==> src/hw/lc3b_pkg.sv <==
package lc3b_pkg;

typedef logic [15:0] lc3b_word;     // data and address word
typedef logic [2:0]  lc3b_reg;      // register index
typedef logic [2:0]  lc3b_nzp;      // n, z, p flags

// only the opcodes the core executes, others retire as no-ops
typedef enum logic [3:0] {
    op_br  = 4'b0000,
    op_add = 4'b0001,
    op_and = 4'b0101,
    op_not = 4'b1001,
    op_lea = 4'b1110
} lc3b_opcode;

localparam lc3b_nzp cc_n = 3'b100;
localparam lc3b_nzp cc_z = 3'b010;
localparam lc3b_nzp cc_p = 3'b001;

typedef struct packed {
    lc3b_opcode opcode;
    lc3b_reg    dest;
    lc3b_reg    sr1;
    logic       imm;            // 0 here
    logic [1:0] unused;
    lc3b_reg    sr2;
} lc3b_instr_reg;

typedef struct packed {
    lc3b_opcode opcode;
    lc3b_reg    dest;
    lc3b_reg    sr1;
    logic       imm;            // 1 here
    logic [4:0] imm5;
} lc3b_instr_imm;

typedef struct packed {
    lc3b_opcode opcode;
    logic       n;
    logic       z;
    logic       p;
    logic [8:0] offset9;        // also the LEA offset
} lc3b_instr_br;

typedef union packed {
    lc3b_instr_reg r;
    lc3b_instr_imm i;
    lc3b_instr_br  b;
} lc3b_instr;

endpackage : lc3b_pkg

==> src/hw/lc3b_fetch.sv <==
`timescale 1ns/1ns

module lc3b_fetch #(
    parameter int QUEUE_DEPTH = 4,
    parameter lc3b_pkg::lc3b_word RESET_PC = 16'h0000
)
(
    input  logic clk,
    input  logic rst_n,
    input  logic instr_resp,
    input  lc3b_pkg::lc3b_word instr_rdata,
    input  logic pop,
    input  logic redirect,
    input  lc3b_pkg::lc3b_word redirect_pc,
    output logic instr_read,
    output lc3b_pkg::lc3b_word instr_address,
    output logic push,
    output lc3b_pkg::lc3b_word push_word,
    output lc3b_pkg::lc3b_word push_pc
);

localparam int CREDIT_W = $clog2(QUEUE_DEPTH + 1);

lc3b_pkg::lc3b_word pc;
logic outstanding;          // one read in flight
logic epoch;
logic req_epoch;            // epoch of the read in flight
logic [CREDIT_W-1:0] credits;
logic [CREDIT_W-1:0] credits_next;
logic issue;
logic resp_ok;
logic resp_drop;

assign issue = !outstanding && !redirect && (credits < CREDIT_W'(QUEUE_DEPTH));
assign resp_ok = instr_resp && (req_epoch == epoch) && !redirect;
assign resp_drop = instr_resp && !resp_ok;

// credits track queue entries plus the read in flight
always_comb
begin
    credits_next = credits;
    if (redirect)
        credits_next = CREDIT_W'(outstanding && !instr_resp);  // queue is flushed
    else
    begin
        if (issue)
            credits_next = credits_next + 1'b1;
        if (pop)
            credits_next = credits_next - 1'b1;
        if (resp_drop)
            credits_next = credits_next - 1'b1;  // stale word never enters queue
    end
end

always_ff @(posedge clk)
begin
    if (!rst_n)
    begin
        pc <= RESET_PC;
        outstanding <= 1'b0;
        epoch <= 1'b0;
        req_epoch <= 1'b0;
        credits <= '0;
        instr_read <= 1'b0;
        push <= 1'b0;
    end
    else
    begin
        instr_read <= issue;
        push <= resp_ok;
        credits <= credits_next;
        if (redirect)
        begin
            pc <= redirect_pc;
            epoch <= ~epoch;            // old path responses now mismatch
        end
        else if (issue)
            pc <= pc + 16'd2;
        if (issue)
        begin
            outstanding <= 1'b1;
            req_epoch <= epoch;
        end
        else if (instr_resp)
            outstanding <= 1'b0;
    end
end

always_ff @(posedge clk)
begin
    if (issue)
        instr_address <= pc;
    if (resp_ok)
    begin
        push_word <= instr_rdata;
        push_pc <= instr_address;       // address still held from issue
    end
end

resp_has_read: assert property (@(posedge clk) disable iff (!rst_n)
    instr_resp |-> outstanding)
    else $error("instr_resp without an outstanding read");

endmodule : lc3b_fetch

==> src/hw/lc3b_instr_queue.sv <==
`timescale 1ns/1ns

module lc3b_instr_queue #(
    parameter int QUEUE_DEPTH = 4
)
(
    input  logic clk,
    input  logic rst_n,
    input  logic push,
    input  lc3b_pkg::lc3b_word push_word,
    input  lc3b_pkg::lc3b_word push_pc,
    input  logic pop,
    input  logic flush,
    output logic empty,
    output lc3b_pkg::lc3b_word head_word,
    output lc3b_pkg::lc3b_word head_pc
);

localparam int PTR_W = $clog2(QUEUE_DEPTH);
localparam int COUNT_W = PTR_W + 1;

lc3b_pkg::lc3b_word word_mem [QUEUE_DEPTH];
lc3b_pkg::lc3b_word pc_mem [QUEUE_DEPTH];
logic [PTR_W-1:0] rd_ptr;
logic [PTR_W-1:0] wr_ptr;
logic [COUNT_W-1:0] count;
logic full;

assign empty = (count == '0);
assign full = (count == COUNT_W'(QUEUE_DEPTH));
assign head_word = word_mem[rd_ptr];
assign head_pc = pc_mem[rd_ptr];

always_ff @(posedge clk)
begin
    if (!rst_n)
    begin
        rd_ptr <= '0;
        wr_ptr <= '0;
        count <= '0;
    end
    else if (flush)
    begin
        rd_ptr <= '0;               // flush wins over push and pop
        wr_ptr <= '0;
        count <= '0;
    end
    else
    begin
        if (push)
            wr_ptr <= wr_ptr + 1'b1;    // wraps, depth is a power of two
        if (pop)
            rd_ptr <= rd_ptr + 1'b1;
        case ({push, pop})
            2'b10: count <= count + 1'b1;
            2'b01: count <= count - 1'b1;
            default: count <= count;
        endcase
    end
end

always_ff @(posedge clk)
begin
    if (push)
    begin
        word_mem[wr_ptr] <= push_word;
        pc_mem[wr_ptr] <= push_pc;
    end
end

// fetch credits must keep the queue from overflowing
no_push_full: assert property (@(posedge clk) disable iff (!rst_n) push |-> !full)
    else $error("push into a full queue");

no_pop_empty: assert property (@(posedge clk) disable iff (!rst_n) pop |-> !empty)
    else $error("pop from an empty queue");

endmodule : lc3b_instr_queue

==> src/hw/lc3b_regfile.sv <==
`timescale 1ns/1ns

module lc3b_regfile
(
    input  logic clk,
    input  logic rst_n,
    input  lc3b_pkg::lc3b_reg src_a,
    input  lc3b_pkg::lc3b_reg src_b,
    output lc3b_pkg::lc3b_word reg_a,
    output lc3b_pkg::lc3b_word reg_b,
    input  logic write,
    input  lc3b_pkg::lc3b_reg dest,
    input  lc3b_pkg::lc3b_word wdata
);

lc3b_pkg::lc3b_word regs [8];

// R0..R7 start at zero
always_ff @(posedge clk)
begin
    if (!rst_n)
    begin
        for (int i = 0; i < 8; i++)
        begin
            regs[i] <= '0;
        end
    end
    else if (write)
    begin
        regs[dest] <= wdata;
    end
end

// no bypass, a write is seen from the next cycle on
assign reg_a = regs[src_a];
assign reg_b = regs[src_b];

endmodule : lc3b_regfile

==> src/hw/lc3b_execute.sv <==
`timescale 1ns/1ns

module lc3b_execute
(
    input  logic clk,
    input  logic rst_n,
    input  logic empty,
    input  lc3b_pkg::lc3b_word head_word,
    input  lc3b_pkg::lc3b_word head_pc,
    output logic pop,
    output logic redirect,
    output lc3b_pkg::lc3b_word redirect_pc,
    output logic retire,
    output lc3b_pkg::lc3b_word retire_pc,
    output logic wb_write,
    output lc3b_pkg::lc3b_reg wb_reg,
    output lc3b_pkg::lc3b_word wb_data,
    output lc3b_pkg::lc3b_nzp cc
);

lc3b_pkg::lc3b_instr instr;
lc3b_pkg::lc3b_opcode opcode;
lc3b_pkg::lc3b_word sr1_val;
lc3b_pkg::lc3b_word sr2_val;
lc3b_pkg::lc3b_word imm5_sext;
lc3b_pkg::lc3b_word operand_b;
lc3b_pkg::lc3b_word pc_plus2;
lc3b_pkg::lc3b_word offset9_adj;
lc3b_pkg::lc3b_word target;
lc3b_pkg::lc3b_word result;
lc3b_pkg::lc3b_nzp new_cc;
lc3b_pkg::lc3b_nzp br_nzp;
logic dec_write;
logic dec_set_cc;
logic dec_taken;

assign instr = head_word;
assign opcode = instr.r.opcode;

// the head after a taken branch is wrong path, leave it for the flush
assign pop = !empty && !redirect;

// regfile is written on the pop edge so the next instruction sees it
lc3b_regfile regfile_i
(
    .clk(clk),
    .rst_n(rst_n),
    .src_a(instr.r.sr1),
    .src_b(instr.r.sr2),
    .reg_a(sr1_val),
    .reg_b(sr2_val),
    .write(pop && dec_write),
    .dest(instr.r.dest),
    .wdata(result)
);

assign imm5_sext = {{11{instr.i.imm5[4]}}, instr.i.imm5};
assign operand_b = instr.r.imm ? imm5_sext : sr2_val;
assign br_nzp = {instr.b.n, instr.b.z, instr.b.p};

// shared by BR target and LEA
assign offset9_adj = {{6{instr.b.offset9[8]}}, instr.b.offset9, 1'b0};
assign pc_plus2 = head_pc + 16'd2;
assign target = pc_plus2 + offset9_adj;

always_comb
begin
    result = '0;
    dec_write = 1'b0;
    dec_set_cc = 1'b0;
    dec_taken = 1'b0;
    case (opcode)
        lc3b_pkg::op_add:
        begin
            result = sr1_val + operand_b;
            dec_write = 1'b1;
            dec_set_cc = 1'b1;
        end
        lc3b_pkg::op_and:
        begin
            result = sr1_val & operand_b;
            dec_write = 1'b1;
            dec_set_cc = 1'b1;
        end
        lc3b_pkg::op_not:
        begin
            result = ~sr1_val;
            dec_write = 1'b1;
            dec_set_cc = 1'b1;
        end
        lc3b_pkg::op_lea:
        begin
            result = target;        // cc untouched
            dec_write = 1'b1;
        end
        lc3b_pkg::op_br:
            dec_taken = |(br_nzp & cc);
        default:
            dec_write = 1'b0;       // unsupported, retires as no-op
    endcase
end

always_comb
begin
    if (result[15])
        new_cc = lc3b_pkg::cc_n;
    else if (result == '0)
        new_cc = lc3b_pkg::cc_z;
    else
        new_cc = lc3b_pkg::cc_p;
end

always_ff @(posedge clk)
begin
    if (!rst_n)
    begin
        retire <= 1'b0;
        wb_write <= 1'b0;
        redirect <= 1'b0;
        cc <= lc3b_pkg::cc_z;
    end
    else
    begin
        retire <= pop;
        wb_write <= pop && dec_write;
        redirect <= pop && dec_taken;   // lines up with the branch retire
        if (pop && dec_set_cc)
            cc <= new_cc;
    end
end

always_ff @(posedge clk)
begin
    if (pop)
    begin
        retire_pc <= head_pc;
        wb_reg <= instr.r.dest;
        wb_data <= result;
        redirect_pc <= target;
    end
end

cc_onehot: assert property (@(posedge clk) disable iff (!rst_n) $onehot(cc))
    else $error("cc does not hold exactly one flag");

endmodule : lc3b_execute

==> src/hw/lc3b_core.sv <==
`timescale 1ns/1ns

module lc3b_core #(
    parameter int QUEUE_DEPTH = 4,
    parameter lc3b_pkg::lc3b_word RESET_PC = 16'h0000
)
(
    input  logic clk,
    input  logic rst_n,
    input  logic instr_resp,
    input  lc3b_pkg::lc3b_word instr_rdata,
    output logic instr_read,
    output lc3b_pkg::lc3b_word instr_address,
    output logic retire,
    output lc3b_pkg::lc3b_word retire_pc,
    output logic wb_write,
    output lc3b_pkg::lc3b_reg wb_reg,
    output lc3b_pkg::lc3b_word wb_data,
    output lc3b_pkg::lc3b_nzp cc
);

logic push;
lc3b_pkg::lc3b_word push_word;
lc3b_pkg::lc3b_word push_pc;
logic pop;
logic empty;
lc3b_pkg::lc3b_word head_word;
lc3b_pkg::lc3b_word head_pc;
logic redirect;                     // also flushes the queue
lc3b_pkg::lc3b_word redirect_pc;

lc3b_fetch #(
    .QUEUE_DEPTH(QUEUE_DEPTH),
    .RESET_PC(RESET_PC)
) fetch_i (
    .clk(clk),
    .rst_n(rst_n),
    .instr_resp(instr_resp),
    .instr_rdata(instr_rdata),
    .pop(pop),
    .redirect(redirect),
    .redirect_pc(redirect_pc),
    .instr_read(instr_read),
    .instr_address(instr_address),
    .push(push),
    .push_word(push_word),
    .push_pc(push_pc)
);

lc3b_instr_queue #(
    .QUEUE_DEPTH(QUEUE_DEPTH)
) queue_i (
    .clk(clk),
    .rst_n(rst_n),
    .push(push),
    .push_word(push_word),
    .push_pc(push_pc),
    .pop(pop),
    .flush(redirect),
    .empty(empty),
    .head_word(head_word),
    .head_pc(head_pc)
);

lc3b_execute execute_i
(
    .clk(clk),
    .rst_n(rst_n),
    .empty(empty),
    .head_word(head_word),
    .head_pc(head_pc),
    .pop(pop),
    .redirect(redirect),
    .redirect_pc(redirect_pc),
    .retire(retire),
    .retire_pc(retire_pc),
    .wb_write(wb_write),
    .wb_reg(wb_reg),
    .wb_data(wb_data),
    .cc(cc)
);

endmodule : lc3b_core

==> config.mk <==
export PLATFORM = sky130hd
export DESIGN_NAME = lc3b_core
export DESIGN_NICKNAME = d
export VERILOG_FILES = /design/src/hw/lc3b_pkg.sv /design/src/hw/lc3b_fetch.sv /design/src/hw/lc3b_instr_queue.sv /design/src/hw/lc3b_regfile.sv /design/src/hw/lc3b_execute.sv /design/src/hw/lc3b_core.sv
export SDC_FILE = /design/constraint.sdc
export NUM_CORES = 1
export LEC_CHECK = 0
export ABC_AREA = 0
export BUFFER_PORTS_ARGS = -buffer_cell sky130_fd_sc_hd__buf_4
export CAP_MARGIN = 20
export CORE_UTILIZATION = 45
export DETAILED_ROUTE_END_ITERATION = 8
export SLEW_MARGIN = 20
export SYNTH_ARGS = -nofsm -noshare
export SYNTH_HDL_FRONTEND = slang
export SYNTH_SLANG_ARGS = --single-unit
==> constraint.sdc <==
create_clock -name clk -period 6.8 [get_ports clk]
set_clock_uncertainty 0.2 [all_clocks]
set_input_delay 1.36 -clock clk [delete_from_list [all_inputs] [get_ports clk]]
set_output_delay 1.36 -clock clk [all_outputs]
set_load 0.005 [all_outputs]
# Word-level counts from Yosys, hierarchy flattened
# Memories as Yosys holds them, arrays and structs flattened. A register that Yosys moved wholly into a read port is not among the register bits.
# Cells that the tools add are included.
[word_totals]
n_memories = 3
reg_bits = 136
elab_cells = 106
ramBits = 256
in_bits = 19
out_inout_bits = 57
[memory_table]
columns = ["memory", "words", "width", "read_ports", "rd_clocked_by_memory_dff", "write_ports", "line_no", "text"]
rows = [
  ["execute_i.regfile_i.regs", 8, 16, 2, 0, 8, "lc3b_regfile.sv:16", "lc3b_pkg::lc3b_word regs [8];"],
  ["queue_i.pc_mem", 4, 16, 1, 1, 1, "lc3b_instr_queue.sv:23", "lc3b_pkg::lc3b_word pc_mem [QUEUE_DEPTH];"],
  ["queue_i.word_mem", 4, 16, 1, 1, 1, "lc3b_instr_queue.sv:22", "lc3b_pkg::lc3b_word word_mem [QUEUE_DEPTH];"],
]
[classes]
bitwise = 5
n_lt_le_gt_ge = 1
add_sub_neg = 11
reduce_logical = 26
n_eq_ne = 7
n_mux = 31
[ops]
columns = ["cell", "count"]
rows = [
  ["$mux W16", 4],
  ["$pmux W16 S4", 1],
  ["$add A16 B16 Y16", 2],
  ["$add A16 B2 Y16 const B", 2],
  ["$mux W3", 7],
  ["$and A16 B16 Y16", 1],
  ["$logic_not A16 Y1", 1],
  ["$not A16 Y16", 1],
  ["$reduce_or A16 Y1", 1],
  ["$mux W1", 13],
  ["$logic_and A1 B1 Y1", 10],
  ["$mux W2", 5],
  ["$sub A3 B1 Y3 const B", 3],
  ["$eq A4 B4 Y1 const B", 2],
  ["$add A3 B1 Y3 const B", 2],
  ["$pmux W3 S2", 1],
  ["$reduce_bool A2 Y1", 3],
  ["$reduce_or A3 Y1", 2],
  ["$logic_not A1 Y1", 5],
  ["$add A2 B1 Y2 const B", 2],
  ["$eq A4 B1 Y1 const B", 1],
  ["$eq A4 B3 Y1 const B", 1],
  ["$logic_not A4 Y1", 1],
  ["$reduce_or A4 Y1", 1],
  ["8 further kinds", 9],
]

# Depth between registers and ports, before layout
# Gate-level depths: netlist of the first run.
[depth]
depth_word = 11
depth_mapped = 25
depth_no_buf = 20

# Cells and area by module
# Synthesis of the first run repeated with hierarchy kept, for this count alone.
[hier_totals]
hier_cells = 1250
hier_area_um2 = 18780.5
[by_module_without_submodules]
columns = ["mod", "seq_area_each_um2", "cells_each", "area_per_inst_um2", "instances"]
rows = [
  ["lc3b_regfile", 3843.7, 430, 6876.6, 1],
  ["lc3b_instr_queue", 4023.9, 214, 5092.4, 1],
  ["lc3b_execute", 1621.6, 410, 4087.7, 1],
  ["lc3b_fetch", 1921.8, 196, 2723.9, 1],
]

# Worst setup path before layout of the first run
# No wires, ideal clock.
[synth_timing]
path_type = "reg-to-reg"
startpoint = "reg with a tool-made name"
endpoint = "reg execute_i.cc[0]"
setup_slack_ns = 1.435
t_arrival_ns = 5.049
path_stages_with_launch = 18
path_cell_list = "dfxtp_1 buf_6 buf_2 buf_1 buf_1 mux4_2 ha_1 ha_1 o21a_1 o21ai_0 a22oi_1 xor2_1 a22o_1 a211oi_4 and4_1 and4_1 nand4_1 a41o_1"
[synth_rtl]
columns = ["element", "line_no", "text"]
rows = [
  ["end signal: assignment", "lc3b_execute.sv:120", "cc <= lc3b_pkg::cc_z;"],
  ["end signal: assignment", "lc3b_execute.sv:128", "cc <= new_cc;"],
  ["end: declaration", "lc3b_execute.sv:18", "output lc3b_pkg::lc3b_nzp cc"],
]

==> metrics.md, run 1 <==
| Metric | Value |
|---|---|
| Outcome | `finished clean` |
| Top Registers | `execute_i.regfile_i.regs x128, queue_i.pc_mem x64, queue_i.word_mem x64` |
| Initial antenna violation count | `0` |
| Total Wirelength | `about 48000 um` |
| Hold_buf cts | `0` |
| Max FFs per register | `128` |
| Worst path required time | `7.08 ns` |
| Met2 GRT Util | `0.371` |
| CP Buf/Inv Count | `3` |
| Worst endpoint data arrival time | `6.05 ns` |
| Num rows | `73` |
| Vias in the first global route | `11700` |
| LEAKAGE | `0.00774 uW` |
| Setup_tns | `0 ns` |
| Pwr Total | `~10000 uW` |
| GP Congestion | `about 0.93` |
| Async set or reset register ratio after synthesis | `0` |
| Mapped Nets | `approximately 1600` |
| Total grt overflow | `0` |
| Worst vdd ir | `~0.22 mV` |
| MaxCap Viol Count | `0` |
| Number of flops mapped to enable cells by yosys | `approximately 350` |
| Mapped cell area | `about 18000 um2` |
| Sinks on Clock Net | `393` |
| Die area | `around 41000 um2` |
| CTS Buffer Depth | `3` |
| Worst setup SP type | `flop` |
| Fmax | `173 MHz` |
| CP endpoint | `execute_i.cc[0]$_SDFFE_PN0P_` |
| WP depth | `19` |
| Later-pin clock latency in the skew report | `a little under 0.6 ns` |
| FILL cells | `about 3400` |
| Layout cells sized above 1 | `0.155` |
| Die H | `204 um` |
| RSZ-0062 raised after global routing | `false` |
| Total track usage | `0.237` |
| WL/cell | `~23 um` |
| Final Hold Fails | `0` |
| Total placed instance area | `19500 um2` |
| Most frequent cells in the layout | `edfxtp_1, nand2_1, nor2_1, buf_4, nand3_1` |
| First-pass DRT Iterations | `5` |
| Final slew viol count | `0` |
| Initial cell density of the core | `0.459` |
| Vias | `~12000` |
| Number of nets with antenna violations after routing | `0` |
| Via density per instance | `about 5.7` |
| Maximum fanout along the worst path | `19` |
| Resize count post-CTS | `0` |
| Core ar. | `between 30000 and 40000 um2` |
| H-tree lvl count | `2` |
| RR Endpoint | `execute_i.cc[0]$_SDFFE_PN0P_` |
| First-pass GRT wire length | `roughly 73000 um` |
| GRT met3 Usage | `0.0388` |
| Pwr per Cell Area | `497 nW/um2` |
| Grt peak-use layer | `met2` |
| Chip width | `204 um` |
| Flops & latches, synth | `around 390` |
| Slowest-stage cell, CP | `inv_1` |
| R2R setup slack | `1.03 ns` |
| Area delta synth->final | `14.4%` |
| Ant. Diodes | `0` |
| Yosys warnings | `0` |
| Clk Tree Root Cell | `clkbuf_16` |
| Top-area cell type share of the netlist area | `0.581` |
| Synth area leader | `edfxtp_1` |
| Least-Margin Pin Slew | `1.15 ns` |
| Fin crit period | `5.77 ns` |
| Iter 0 DRT Violations | `1046` |
| Finished Cell Area | `approximately 21000 um2` |
| DRC viols | `0` |
| CTS tree | `done` |
| Most common library cell in the layout ignoring fill and taps | `edfxtp_1` |
| CP most frequent cell | `inv_1` |
| Crit end category | `flop` |
| Syn avg cell area | `12.4 um2` |
| Crit Path Class | `reg -> reg` |
| Netlist cell types | `between 70 and 80` |
| Final Setup Violations | `0` |
| Clock-pin slew on the worst setup and hold paths | `0.06 ns` |
| Final Cycle Share | `0.849` |
| Post-DP HPWL | `31700 um` |
| CP peak stage delay | `0.64 ns` |
| I/O pin cnt | `between 70 and 80` |
| FF-to-FF path depth | `19` |
| Buffers on Ports | `75` |
| Top delay family on crit path | `compound AO/OA/AOI/OAI gates` |
| Crit-path cells | `mux2_2 -> inv_1 -> nor2_1 -> a32oi_1 -> nand2_1 -> inv_1 -> ha_1 -> inv_1 -> fa_1 -> nor2b_1 -> o2111ai_1 -> a21boi_0 -> nor2_1 -> xnor2_1 -> a211oi_4 -> and4_1 -> and4_1 -> nand4_1 -> a41o_1` |
| Top reg by flops | `execute_i.regfile_i.regs` |
| Gate Count Post-Synth | `1476` |
| Class of the worst hold path | `reg -> reg` |
| Slew margin rel. | `0.230` |
| Sequential area share after synthesis | `0.623` |
| Cts bufs inserted | `42` |
| Final net count | `1638` |
| Top post-synthesis cells by area | `edfxtp_1, nand2_1, mux4_2, dfxtp_1, nor2_1` |
| M1 GR Usage | `0.343` |
| Prevailing post-synth register cell | `edfxtp_1` |
| Largest net degree at the start of global routing | `51` |
| # Post-CTS Setup Buffers | `0` |
==> Yosys cell counts, types with 4 or more instances <==
master / count
a31oi_1: 4
nand2b_1: 11
and4_1: 5
buf_1: 9
a22oi_1: 5
a211oi_1: 5
nand2_1: 229
nand3_1: 63
buf_6: 4
or2_2: 6
clkbuf_1: 42
a222oi_1: 4
nor2_1: 179
buf_2: 11
dfxtp_1: 39
o41ai_1: 4
a32oi_1: 13
ha_1: 52
a21o_1: 6
a221oi_2: 4
mux4_2: 36
o21ai_0: 44
nor3_1: 22
edfxtp_1: 354
a21oi_1: 47
and2_1: 30
xor2_1: 27
a32o_1: 5
nand4_1: 7
mux2i_1: 49
o21a_1: 4
nor2b_1: 10
inv_1: 52
and3_1: 10
mux2_2: 6
a221oi_1: 4
xnor2_1: 21
==> where the power goes <==
part           switching, uW  internal [uW]
logic                   2890           1730
clock network            964           1410
registers                219           3200
==> worst reg2reg max path: cells and delay by family (launching register included) <==
kind                       cells  cell delay [ns]
AOI/OAI and AO/OA              5             1.51
and+or+nand+nor                7             1.32
buffers and inverters          3             0.77
adders and majority gates      2             0.59
DFF                            1             0.56
muxes                          1             0.54
xor gates and xnor gates       1             0.17
==> through the flow <==
stage | hold WS [ns] | std cells | setup WS (ns) | util
after floorplan | 0.208 | 1476 | 1.43 | -
after global placement | 0.210 | 2044 | 1.11 | 0.488
after detailed placement | 0.219 | 2045 | 1.06 | 0.488
after CTS | 0.237 | 2121 | 1.04 | 0.524
after global routing | 0.248 | 2121 | 0.558 | 0.524
final | 0.234 | 2121 | 1.03 | 0.524
==> cell families (layout without fill, tap and decap cells) <==
kind of cell	Yosys count	count (layout)	synth area share
compound gates	183	183	0.0705
xor+xnor	48	48	0.0230
fa+ha+maj	55	55	0.0388
buf+inv	126	246	0.0316
flops	393	393	0.623
mux	92	92	0.0756
simple gates	579	579	0.137
==> metal layers <==
| metal | vias to the layer above | share of wire | routed length [um] |
|---|---|---|---|
| met1 | 5938 | 0.44 | 21300 |
| li1 | 5558 | - | - |
| met2 | 525 | 0.46 | 21900 |
| met4 | 0 | 0.025 | 1180 |
| met5 | - | 0 | 0 |
| met3 | 81 | 0.076 | 3670 |
==> area by class of cell <==
type	instances	area, um2	area share
tap	525	657	0.0314
timing repair buffer	116	868	0.0415
multi-input combinational	957	6360	0.304
clock inverter	20	269	0.0129
sequential	393	11400	0.545
clock buffer	56	1160	0.0556
inverter	54	204	0.00974
==> worst min-delay path by stage <==
stage | startpoint | end | depth (start not counted)
2_1_floorplan | fetch_i.pc[0]$_SDFFE_PN0P_ | fetch_i.instr_address[0]$_DFFE_PP_ | 0
6_report | fetch_i.pc[0]$_SDFFE_PN0P_ | fetch_i.instr_address[0]$_DFFE_PP_ | 0
3_5_place_dp | fetch_i.pc[0]$_SDFFE_PN0P_ | fetch_i.instr_address[0]$_DFFE_PP_ | 0
5_1_grt | fetch_i.pc[0]$_SDFFE_PN0P_ | fetch_i.instr_address[0]$_DFFE_PP_ | 0
4_1_cts | fetch_i.pc[0]$_SDFFE_PN0P_ | fetch_i.instr_address[0]$_DFFE_PP_ | 0
3_3_place_gp | fetch_i.pc[0]$_SDFFE_PN0P_ | fetch_i.instr_address[0]$_DFFE_PP_ | 0
Power figures use the tool's default switching activity.
==> run 2, diff against run 1 <==
--- a/config.mk
+++ b/config.mk
@@ -5,7 +5,7 @@
 export SDC_FILE = /design/constraint.sdc
 export NUM_CORES = 1
 export LEC_CHECK = 0
-export ABC_AREA = 0
+export ABC_AREA = 1
 export BUFFER_PORTS_ARGS = -buffer_cell sky130_fd_sc_hd__buf_4
 export CAP_MARGIN = 20
 export CORE_UTILIZATION = 45
==> constraint.sdc (replaced) <==
create_clock -name clk -period 5.74 [get_ports clk]
set_clock_uncertainty 0.2 [all_clocks]
set_input_delay 1.148 -clock clk [delete_from_list [all_inputs] [get_ports clk]]
set_output_delay 1.148 -clock clk [all_outputs]
set_load 0.005 [all_outputs]
==> metrics.md, run 2 <==
| Metric | Value |
|---|---|
| Clk Tree Root Cell | `clkbuf_16 (unchanged)` |
| Mapped Nets | `2125 (was 1550)` |
| First-pass GRT wire length | `86500 um (was 72700 um)` |
| CTS Buffer Depth | `3 (unchanged)` |
| DRC viols | `0 (unchanged)` |
| Total Wirelength | `57800 um (was 48000 um)` |
| Chip width | `209 um (was 204 um)` |
| Cts bufs inserted | `43 (was 42)` |
| Die area | `43900 um2 (was 41500 um2)` |
| Netlist cell types | `51 (was 72)` |
| Die H | `209 um (was 204 um)` |
| Final Cycle Share | `0.934 (was 0.849)` |
| Mux share of post-synthesis cell area | `0.000517 (was 0.0756)` |
| Class of the worst hold path | `reg -> reg (unchanged)` |
| Initial antenna violation count | `1 (was 0)` |
| Crit end category | `flop (unchanged)` |
| Total track usage | `0.264 (was 0.237)` |
| Total grt overflow | `0 (unchanged)` |
| Synth area leader | `edfxtp_1 (unchanged)` |
| Top-area cell type share of the netlist area | `0.549 (was 0.581)` |
| Gate Count Post-Synth | `2051 (was 1476)` |
| FF-to-FF path depth | `22 (was 19)` |
| Number of flops mapped to enable cells by yosys | `354 (unchanged)` |
| Maximum fanout along the worst path | `46 (was 19)` |
| Sequential area share after synthesis | `0.589 (was 0.623)` |
| Area delta synth->final | `12.6% (was 14.4%)` |
| RSZ-0062 raised after global routing | `false (unchanged)` |
| Xor and xnor area share after synthesis | `0.00633 (was 0.0230)` |
| Buffers on Ports | `75 (unchanged)` |
| Slew margin rel. | `0.297 (was 0.230)` |
| Mapped cell area | `19400 um2 (was 18300 um2)` |
| CTS tree | `done (unchanged)` |
| Iter 0 DRT Violations | `1719 (was 1046)` |
| R2R setup slack | `0.38 ns (was 1.03 ns)` |
| Post-DP HPWL | `39100 um (was 31700 um)` |
| I/O pin cnt | `76 (unchanged)` |
| Outcome | `finished clean (unchanged)` |
| Setup_tns | `0 ns (unchanged)` |
| Placed cells | `2620 (was 2045)` |
| FILL cells | `3855 (was 3392)` |
| Top reg by flops | `execute_i.regfile_i.regs (unchanged)` |
| Prevailing post-synth register cell | `edfxtp_1 (unchanged)` |
| Sinks on Clock Net | `393 (unchanged)` |
| Least-Margin Pin Slew | `1.05 ns (was 1.15 ns)` |
| Cell with the most instances after synthesis | `nand2_1 (was edfxtp_1)` |
| Final worst setup slack | `0.381 ns (was 1.03 ns)` |
| Largest family of logic cells by synthesized area | `simple AND/OR/NAND/NOR gates (unchanged)` |
| Core ar. | `42200 um2 (was 39900 um2)` |
| Number of nets with antenna violations after routing | `0 (unchanged)` |
| Syn avg cell area | `9.44 um2 (was 12.4 um2)` |
| GP Congestion | `0.911 (was 0.929)` |
| Final slew viol count | `0 (unchanged)` |
| Commonest cells in the netlist | `nand2_1, edfxtp_1, nand3_1, nor2_1, inv_1 (was edfxtp_1, nand2_1, nor2_1, nand3_1)` |
| Adder-Cell Fraction of Synth Area | `0.0367 (was 0.0388)` |
| Final Hold Fails | `0 (unchanged)` |
| Via density per instance | `5.65 (was 5.71)` |
| Post-route insts no fill | `2695 (was 2121)` |
| First-pass DRT Iterations | `8 (was 5)` |
| MaxCap Viol Count | `0 (unchanged)` |
| Worst path required time | `6.00 ns (was 7.08 ns)` |
| Crit Path Class | `reg -> reg (unchanged)` |
| Top Registers | `execute_i.regfile_i.regs x128, queue_i.pc_mem x64, queue_i.word_mem x64 (unchanged)` |
| Clock-pin slew on the worst setup and hold paths | `0.06 ns (about the same)` |
| Compound-Gate Fraction of Synth Area | `0.0620 (was 0.0705)` |
| RR Endpoint | `execute_i.cc[0]$_SDFFE_PN0P_ (unchanged)` |
| Num rows | `75 (was 73)` |
| Yosys warnings | `0 (unchanged)` |
| Worst endpoint data arrival time | `5.62 ns (was 6.05 ns)` |
| Minimum setup slack after placement | `0.255 ns (was 1.06 ns)` |
| Vias in the first global route | `14600 (was 11700)` |
| Worst setup SP type | `flop (unchanged)` |
| Reg area | `11400 um2 (about the same)` |
| Fin crit period | `5.36 ns (was 5.77 ns)` |
| Final Setup Violations | `0 (unchanged)` |
| Flops & latches, synth | `393 (unchanged)` |
| Ant. Diodes | `0 (unchanged)` |
| Most common library cell in the layout ignoring fill and taps | `nand2_1 (was edfxtp_1)` |
| Final core occ | `0.516 (was 0.524)` |
| Largest net degree at the start of global routing | `56 (was 51)` |
| # Post-CTS Setup Buffers | `0 (unchanged)` |
| Vias | `15200 (was 12100)` |
| Initial cell density of the core | `0.459 (about the same)` |
| Fmax | `187 MHz (was 173 MHz)` |
| Most frequent cells in the layout | `nand2_1, edfxtp_1, nand3_1, nor2_1, inv_1 (was edfxtp_1, nand2_1, nor2_1, buf_4, nand3_1)` |
| Later-pin clock latency in the skew report | `0.58 ns (was 0.59 ns)` |
| Layout cells sized above 1 | `0.110 (was 0.155)` |
| Async set or reset register ratio after synthesis | `0 (unchanged)` |
| WL/cell | `21.5 um (was 22.7 um)` |
| Multi-input logic area | `6770 um2 (was 6360 um2)` |
| Simple-gate share of the synthesized area | `0.243 (was 0.137)` |
| Top post-synthesis cells by area | `edfxtp_1, nand2_1, nand3_1, nor2_1, dfxtp_1 (was edfxtp_1, nand2_1, mux4_2, dfxtp_1, nor2_1)` |
| H-tree lvl count | `2 (unchanged)` |
| Max FFs per register | `128 (unchanged)` |
| Final net count | `2200 (was 1638)` |
| CP endpoint | `execute_i.cc[0]$_SDFFE_PN0P_ (unchanged)` |
[run 2: cell types whose count changed after synthesis, moves of 18 or more]
cell	before	now
inv_1	52	169
a21oi_1	47	69
nand3_1	63	271
buf_2	11	38
o21ai_0	44	81
mux2i_1	49	1
nor2_1	179	264
and2_1	30	6
mux4_2	36	0
inv_2	0	22
nand2_1	229	493
xnor2_1	21	3
[run 2: kinds of logic (layout without fill, tap and decap cells)]
family / after synthesis / count (layout)
AO/OA/AOI/OAI: 208 / 208
XOR/XNOR: 14 / 14
adder cells (fa/ha/maj): 55 / 55
buffers and inverters: 281 / 386
flip-flops: 393 / 393
multiplexers: 1 / 1
AND/OR/NAND/NOR: 1099 / 1099
[run 2: routing by layer]
layer | track usage | vias up | share of wire
met5 | 0 | - | 0
met4 | 0.105 | 0 | 0.040
met3 | 0.0563 | 152 | 0.090
met2 | 0.427 | 735 | 0.46
met1 | 0.347 | 7242 | 0.41
li1 | - | 7099 | -
[run 2: cell type report]
class / instances / share of cell area
flip-flops and latches: 393 / 0.524
repair buffers: 114 / 0.0398
inverters: 197 / 0.0340
well taps: 539 / 0.0309
clock inverters: 22 / 0.00959
multi-input cells: 1377 / 0.311
clock buffers: 53 / 0.0515
[run 2: critical path, stage by stage, from the launching register on]
cell,delay [ns]
dfxtp_2,0.34
buf_4,0.40
nand2_1,0.11
a32oi_1,0.70
inv_1,0.33
nand2_2,0.41
inv_1,0.25
a221oi_1,0.51
ha_1,0.35
inv_1,0.09
nor3_1,0.23
and2_1,0.16
nand2_1,0.07
nand2_1,0.06
nand2_1,0.04
nand3_1,0.07
nand2_1,0.13
nor2_4,0.31
nand2_1,0.09
nor2_1,0.11
nand3_2,0.13
nand2_1,0.08
a21oi_1,0.05
[run 2: repair_timing]
item / in CTS / in global routing
endpoints found under the hold margin: 0 / 0
gates resized for setup: 0 / 1
setup endpoints to repair: 0 / 11
hold buffers: 0 / 0
[run 2: per-stage QoR]
stage	area (um2)	hold slack (ns)
after floorplan	19400	0.203
after global placement	20500	0.226
after detailed placement	20500	0.225
after CTS	21800	0.242
after global routing	21800	0.255
final	21800	0.243
[run 2: worst min-delay path by stage]
stage	depth (start not counted)	from	endpoint	slack (ns)
after floorplan	0	fetch_i.pc[0]$_SDFFE_PN0P_	fetch_i.instr_address[0]$_DFFE_PP_	0.20
after global placement	0	fetch_i.pc[0]$_SDFFE_PN0P_	fetch_i.instr_address[0]$_DFFE_PP_	0.23
after detailed placement	0	fetch_i.pc[0]$_SDFFE_PN0P_	fetch_i.instr_address[0]$_DFFE_PP_	0.23
after CTS	0	fetch_i.pc[0]$_SDFFE_PN0P_	fetch_i.instr_address[0]$_DFFE_PP_	0.24
after global routing	0	fetch_i.pc[0]$_SDFFE_PN0P_	fetch_i.instr_address[0]$_DFFE_PP_	0.25
final	0	fetch_i.pc[0]$_SDFFE_PN0P_	fetch_i.instr_address[0]$_DFFE_PP_	0.24
Power of run 2 is left out: the tool's default activity adds up to more than one toggle a clock period on the data nets, which glitch-free logic cannot reach.
==> run 3, diff against run 2 <==
==> constraint.sdc (replaced) <==
create_clock -name clk -period 4.7 [get_ports clk]
set_clock_uncertainty 0.2 [all_clocks]
set_input_delay 0.94 -clock clk [delete_from_list [all_inputs] [get_ports clk]]
set_output_delay 0.94 -clock clk [all_outputs]
set_load 0.005 [all_outputs]
==> metrics.md, run 3 (synthesis results as in run 2) <==
| Metric | Value |
|---|---|
| Outcome | `finished clean (unchanged)` |
| GP Congestion | `0.942 (was 0.911)` |
| Number of nets with antenna violations after routing | `0 (unchanged)` |
| Most common library cell in the layout ignoring fill and taps | `nand2_1 (unchanged)` |
| Initial antenna violation count | `0 (was 1)` |
| First-pass GRT wire length | `87400 um (was 86500 um)` |
| Least-Margin Pin Slew | `0.948 ns (was 1.05 ns)` |
| CP most frequent cell | `nand2_1 (unchanged)` |
| WL/cell | `21.3 um (was 21.5 um)` |
| Crit end category | `flop (unchanged)` |
| Initial cell density of the core | `0.459 (unchanged)` |
| Core ar. | `42200 um2 (unchanged)` |
| Max FFs per register | `128 (unchanged)` |
| FILL cells | `3856 (was 3855)` |
| CP Buf/Inv Count | `5 (was 4)` |
| H-tree lvl count | `2 (unchanged)` |
| MaxCap Viol Count | `0 (unchanged)` |
| Class of the worst hold path | `reg -> reg (unchanged)` |
| DRC viols | `0 (unchanged)` |
| Top Registers | `execute_i.regfile_i.regs x128, queue_i.pc_mem x64, queue_i.word_mem x64 (unchanged)` |
| Final net count | `2236 (was 2200)` |
| Chip width | `209 um (unchanged)` |
| Most frequent cells in the layout | `nand2_1, edfxtp_1, nand3_1, nor2_1, inv_1 (unchanged)` |
| CTS Buffer Depth | `3 (unchanged)` |
| Die area | `43900 um2 (unchanged)` |
| Total track usage | `0.266 (was 0.264)` |
| Clk Tree Root Cell | `clkbuf_16 (unchanged)` |
| Fmax | `224 MHz (was 187 MHz)` |
| Area delta synth->final | `14.6% (was 12.6%)` |
| Final Setup Violations | `0 (unchanged)` |
| Worst endpoint data arrival time | `4.72 ns (was 5.62 ns)` |
| Slowest-stage cell, CP | `dfxtp_4 (was a32oi_1)` |
| Post-DP HPWL | `39700 um (was 39100 um)` |
| Buffers on Ports | `75 (unchanged)` |
| Final worst setup slack | `0.230 ns (was 0.381 ns)` |
| Largest net degree at the start of global routing | `56 (unchanged)` |
| I/O pin cnt | `76 (unchanged)` |
| Maximum fanout along the worst path | `12 (was 46)` |
| Top reg by flops | `execute_i.regfile_i.regs (unchanged)` |
| Die H | `209 um (unchanged)` |
| Post-route insts no fill | `2733 (was 2695)` |
| Num rows | `75 (unchanged)` |
| Vias in the first global route | `14300 (was 14600)` |
| Slew margin rel. | `0.368 (was 0.297)` |
| Cts bufs inserted | `43 (unchanged)` |
| CTS tree | `done (unchanged)` |
| Total grt overflow | `0 (unchanged)` |
| Layout cells sized above 1 | `0.128 (was 0.110)` |
| Ant. Diodes | `0 (unchanged)` |
| Fin crit period | `4.47 ns (was 5.36 ns)` |
| Worst setup SP type | `flop (unchanged)` |
| Vias | `15200 (about the same)` |
| Crit Path Class | `reg -> reg (unchanged)` |
| Later-pin clock latency in the skew report | `0.57 ns (was 0.58 ns)` |
| Placed cells | `2650 (was 2620)` |
| Via density per instance | `5.56 (was 5.65)` |
| Hold WS | `0.250 ns (was 0.243 ns)` |
| Iter 0 DRT Violations | `1942 (was 1719)` |
| Clock-pin slew on the worst setup and hold paths | `0.06 ns (about the same)` |
| Total Wirelength | `58100 um (was 57800 um)` |
| Final Cycle Share | `0.951 (was 0.934)` |
| Sinks on Clock Net | `393 (unchanged)` |
| Crit-path cells | `inv_2 -> buf_4 -> or2_2 -> a32oi_4 -> nor2_1 -> clkinv_1 -> a21oi_1 -> nor3_1 -> buf_4 -> ha_1 -> nand2_1 -> inv_1 -> a21oi_1 -> nand2_1 -> nand2_1 -> a21oi_1 -> nor2_1 -> nand2_1 -> nor2_1 -> nand2_1 -> nor2_1 -> nand3_2 -> nand2_1 -> a21oi_1 (was buf_4 -> nand2_1 -> a32oi_1 -> inv_1 -> nand2_2 -> inv_1 -> a221oi_1 -> ha_1 -> inv_1 -> nor3_1 -> and2_1 -> nand2_1 -> nand2_1 -> nand2_1 -> nand3_1 -> nand2_1 -> nor2_4 -> nand2_1 -> nor2_1 -> nand3_2 -> nand2_1 -> a21oi_1)` |
| Top delay family on crit path | `simple AND/OR/NAND/NOR gates (unchanged)` |
| Worst path required time | `4.95 ns (was 6.00 ns)` |
| First-pass DRT Iterations | `5 (was 8)` |
| CP peak stage delay | `0.38 ns (was 0.70 ns)` |
| Minimum setup slack after placement | `0.155 ns (was 0.255 ns)` |
| Final Hold Fails | `0 (unchanged)` |
| Final slew viol count | `0 (unchanged)` |
| Final core occ | `0.525 (was 0.516)` |
==> run 3: timing repair <==
| action | in CTS | in global routing |
|---|---|---|
| setup buffers | 0 | 6 |
| hold endpoints to repair | 0 | 0 |
| hold buffers | 0 | 0 |
| resized for setup | 0 | 23 |
| endpoints found under the setup margin | 0 | 84 |
==> run 3: metal layers <==
metal	up-vias	share of wire	track usage
li1	7177	-	-
met3	97	0.080	0.0388
met4	0	0.027	0.0865
met5	-	0	0
met2	713	0.47	0.436
met1	7214	0.43	0.364
==> run 3: final timing paths <==
| kind | from | end | slack [ns] | depth (start not counted) |
|---|---|---|---|---|
| setup / recovery | flop | execute_i.cc[0]$_SDFFE_PN0P_ | 0.23 | 24 |
| hold / removal | fetch_i.instr_address[11]$_DFFE_PP_ | fetch_i.push_pc[11]$_DFFE_PP_ | 0.25 | 0 |
| setup reg to reg | flop | execute_i.cc[0]$_SDFFE_PN0P_ | 0.23 | 24 |
| hold reg to reg | fetch_i.instr_address[11]$_DFFE_PP_ | fetch_i.push_pc[11]$_DFFE_PP_ | 0.25 | 0 |
==> run 3: stage by stage <==
stage / cell area (um2) / setup TNS [ns]
finish: 22200 / 0
global route: 22200 / -0.0167
CTS: 22100 / 0
detailed placement: 20700 / 0
global placement: 20700 / 0
floorplan: 19400 / 0
==> run 3: cell type report <==
class / count / area, um2 / area share
multi-input combinational: 1377 / 6840 / 0.308
clock buffer: 59 / 1150 / 0.0517
tap: 539 / 674 / 0.0304
timing repair buffer: 150 / 1170 / 0.0528
inverter: 197 / 753 / 0.0339
clock inverter: 18 / 193 / 0.00868
sequential: 393 / 11400 / 0.514
Power of run 3 is left out for the same reason.
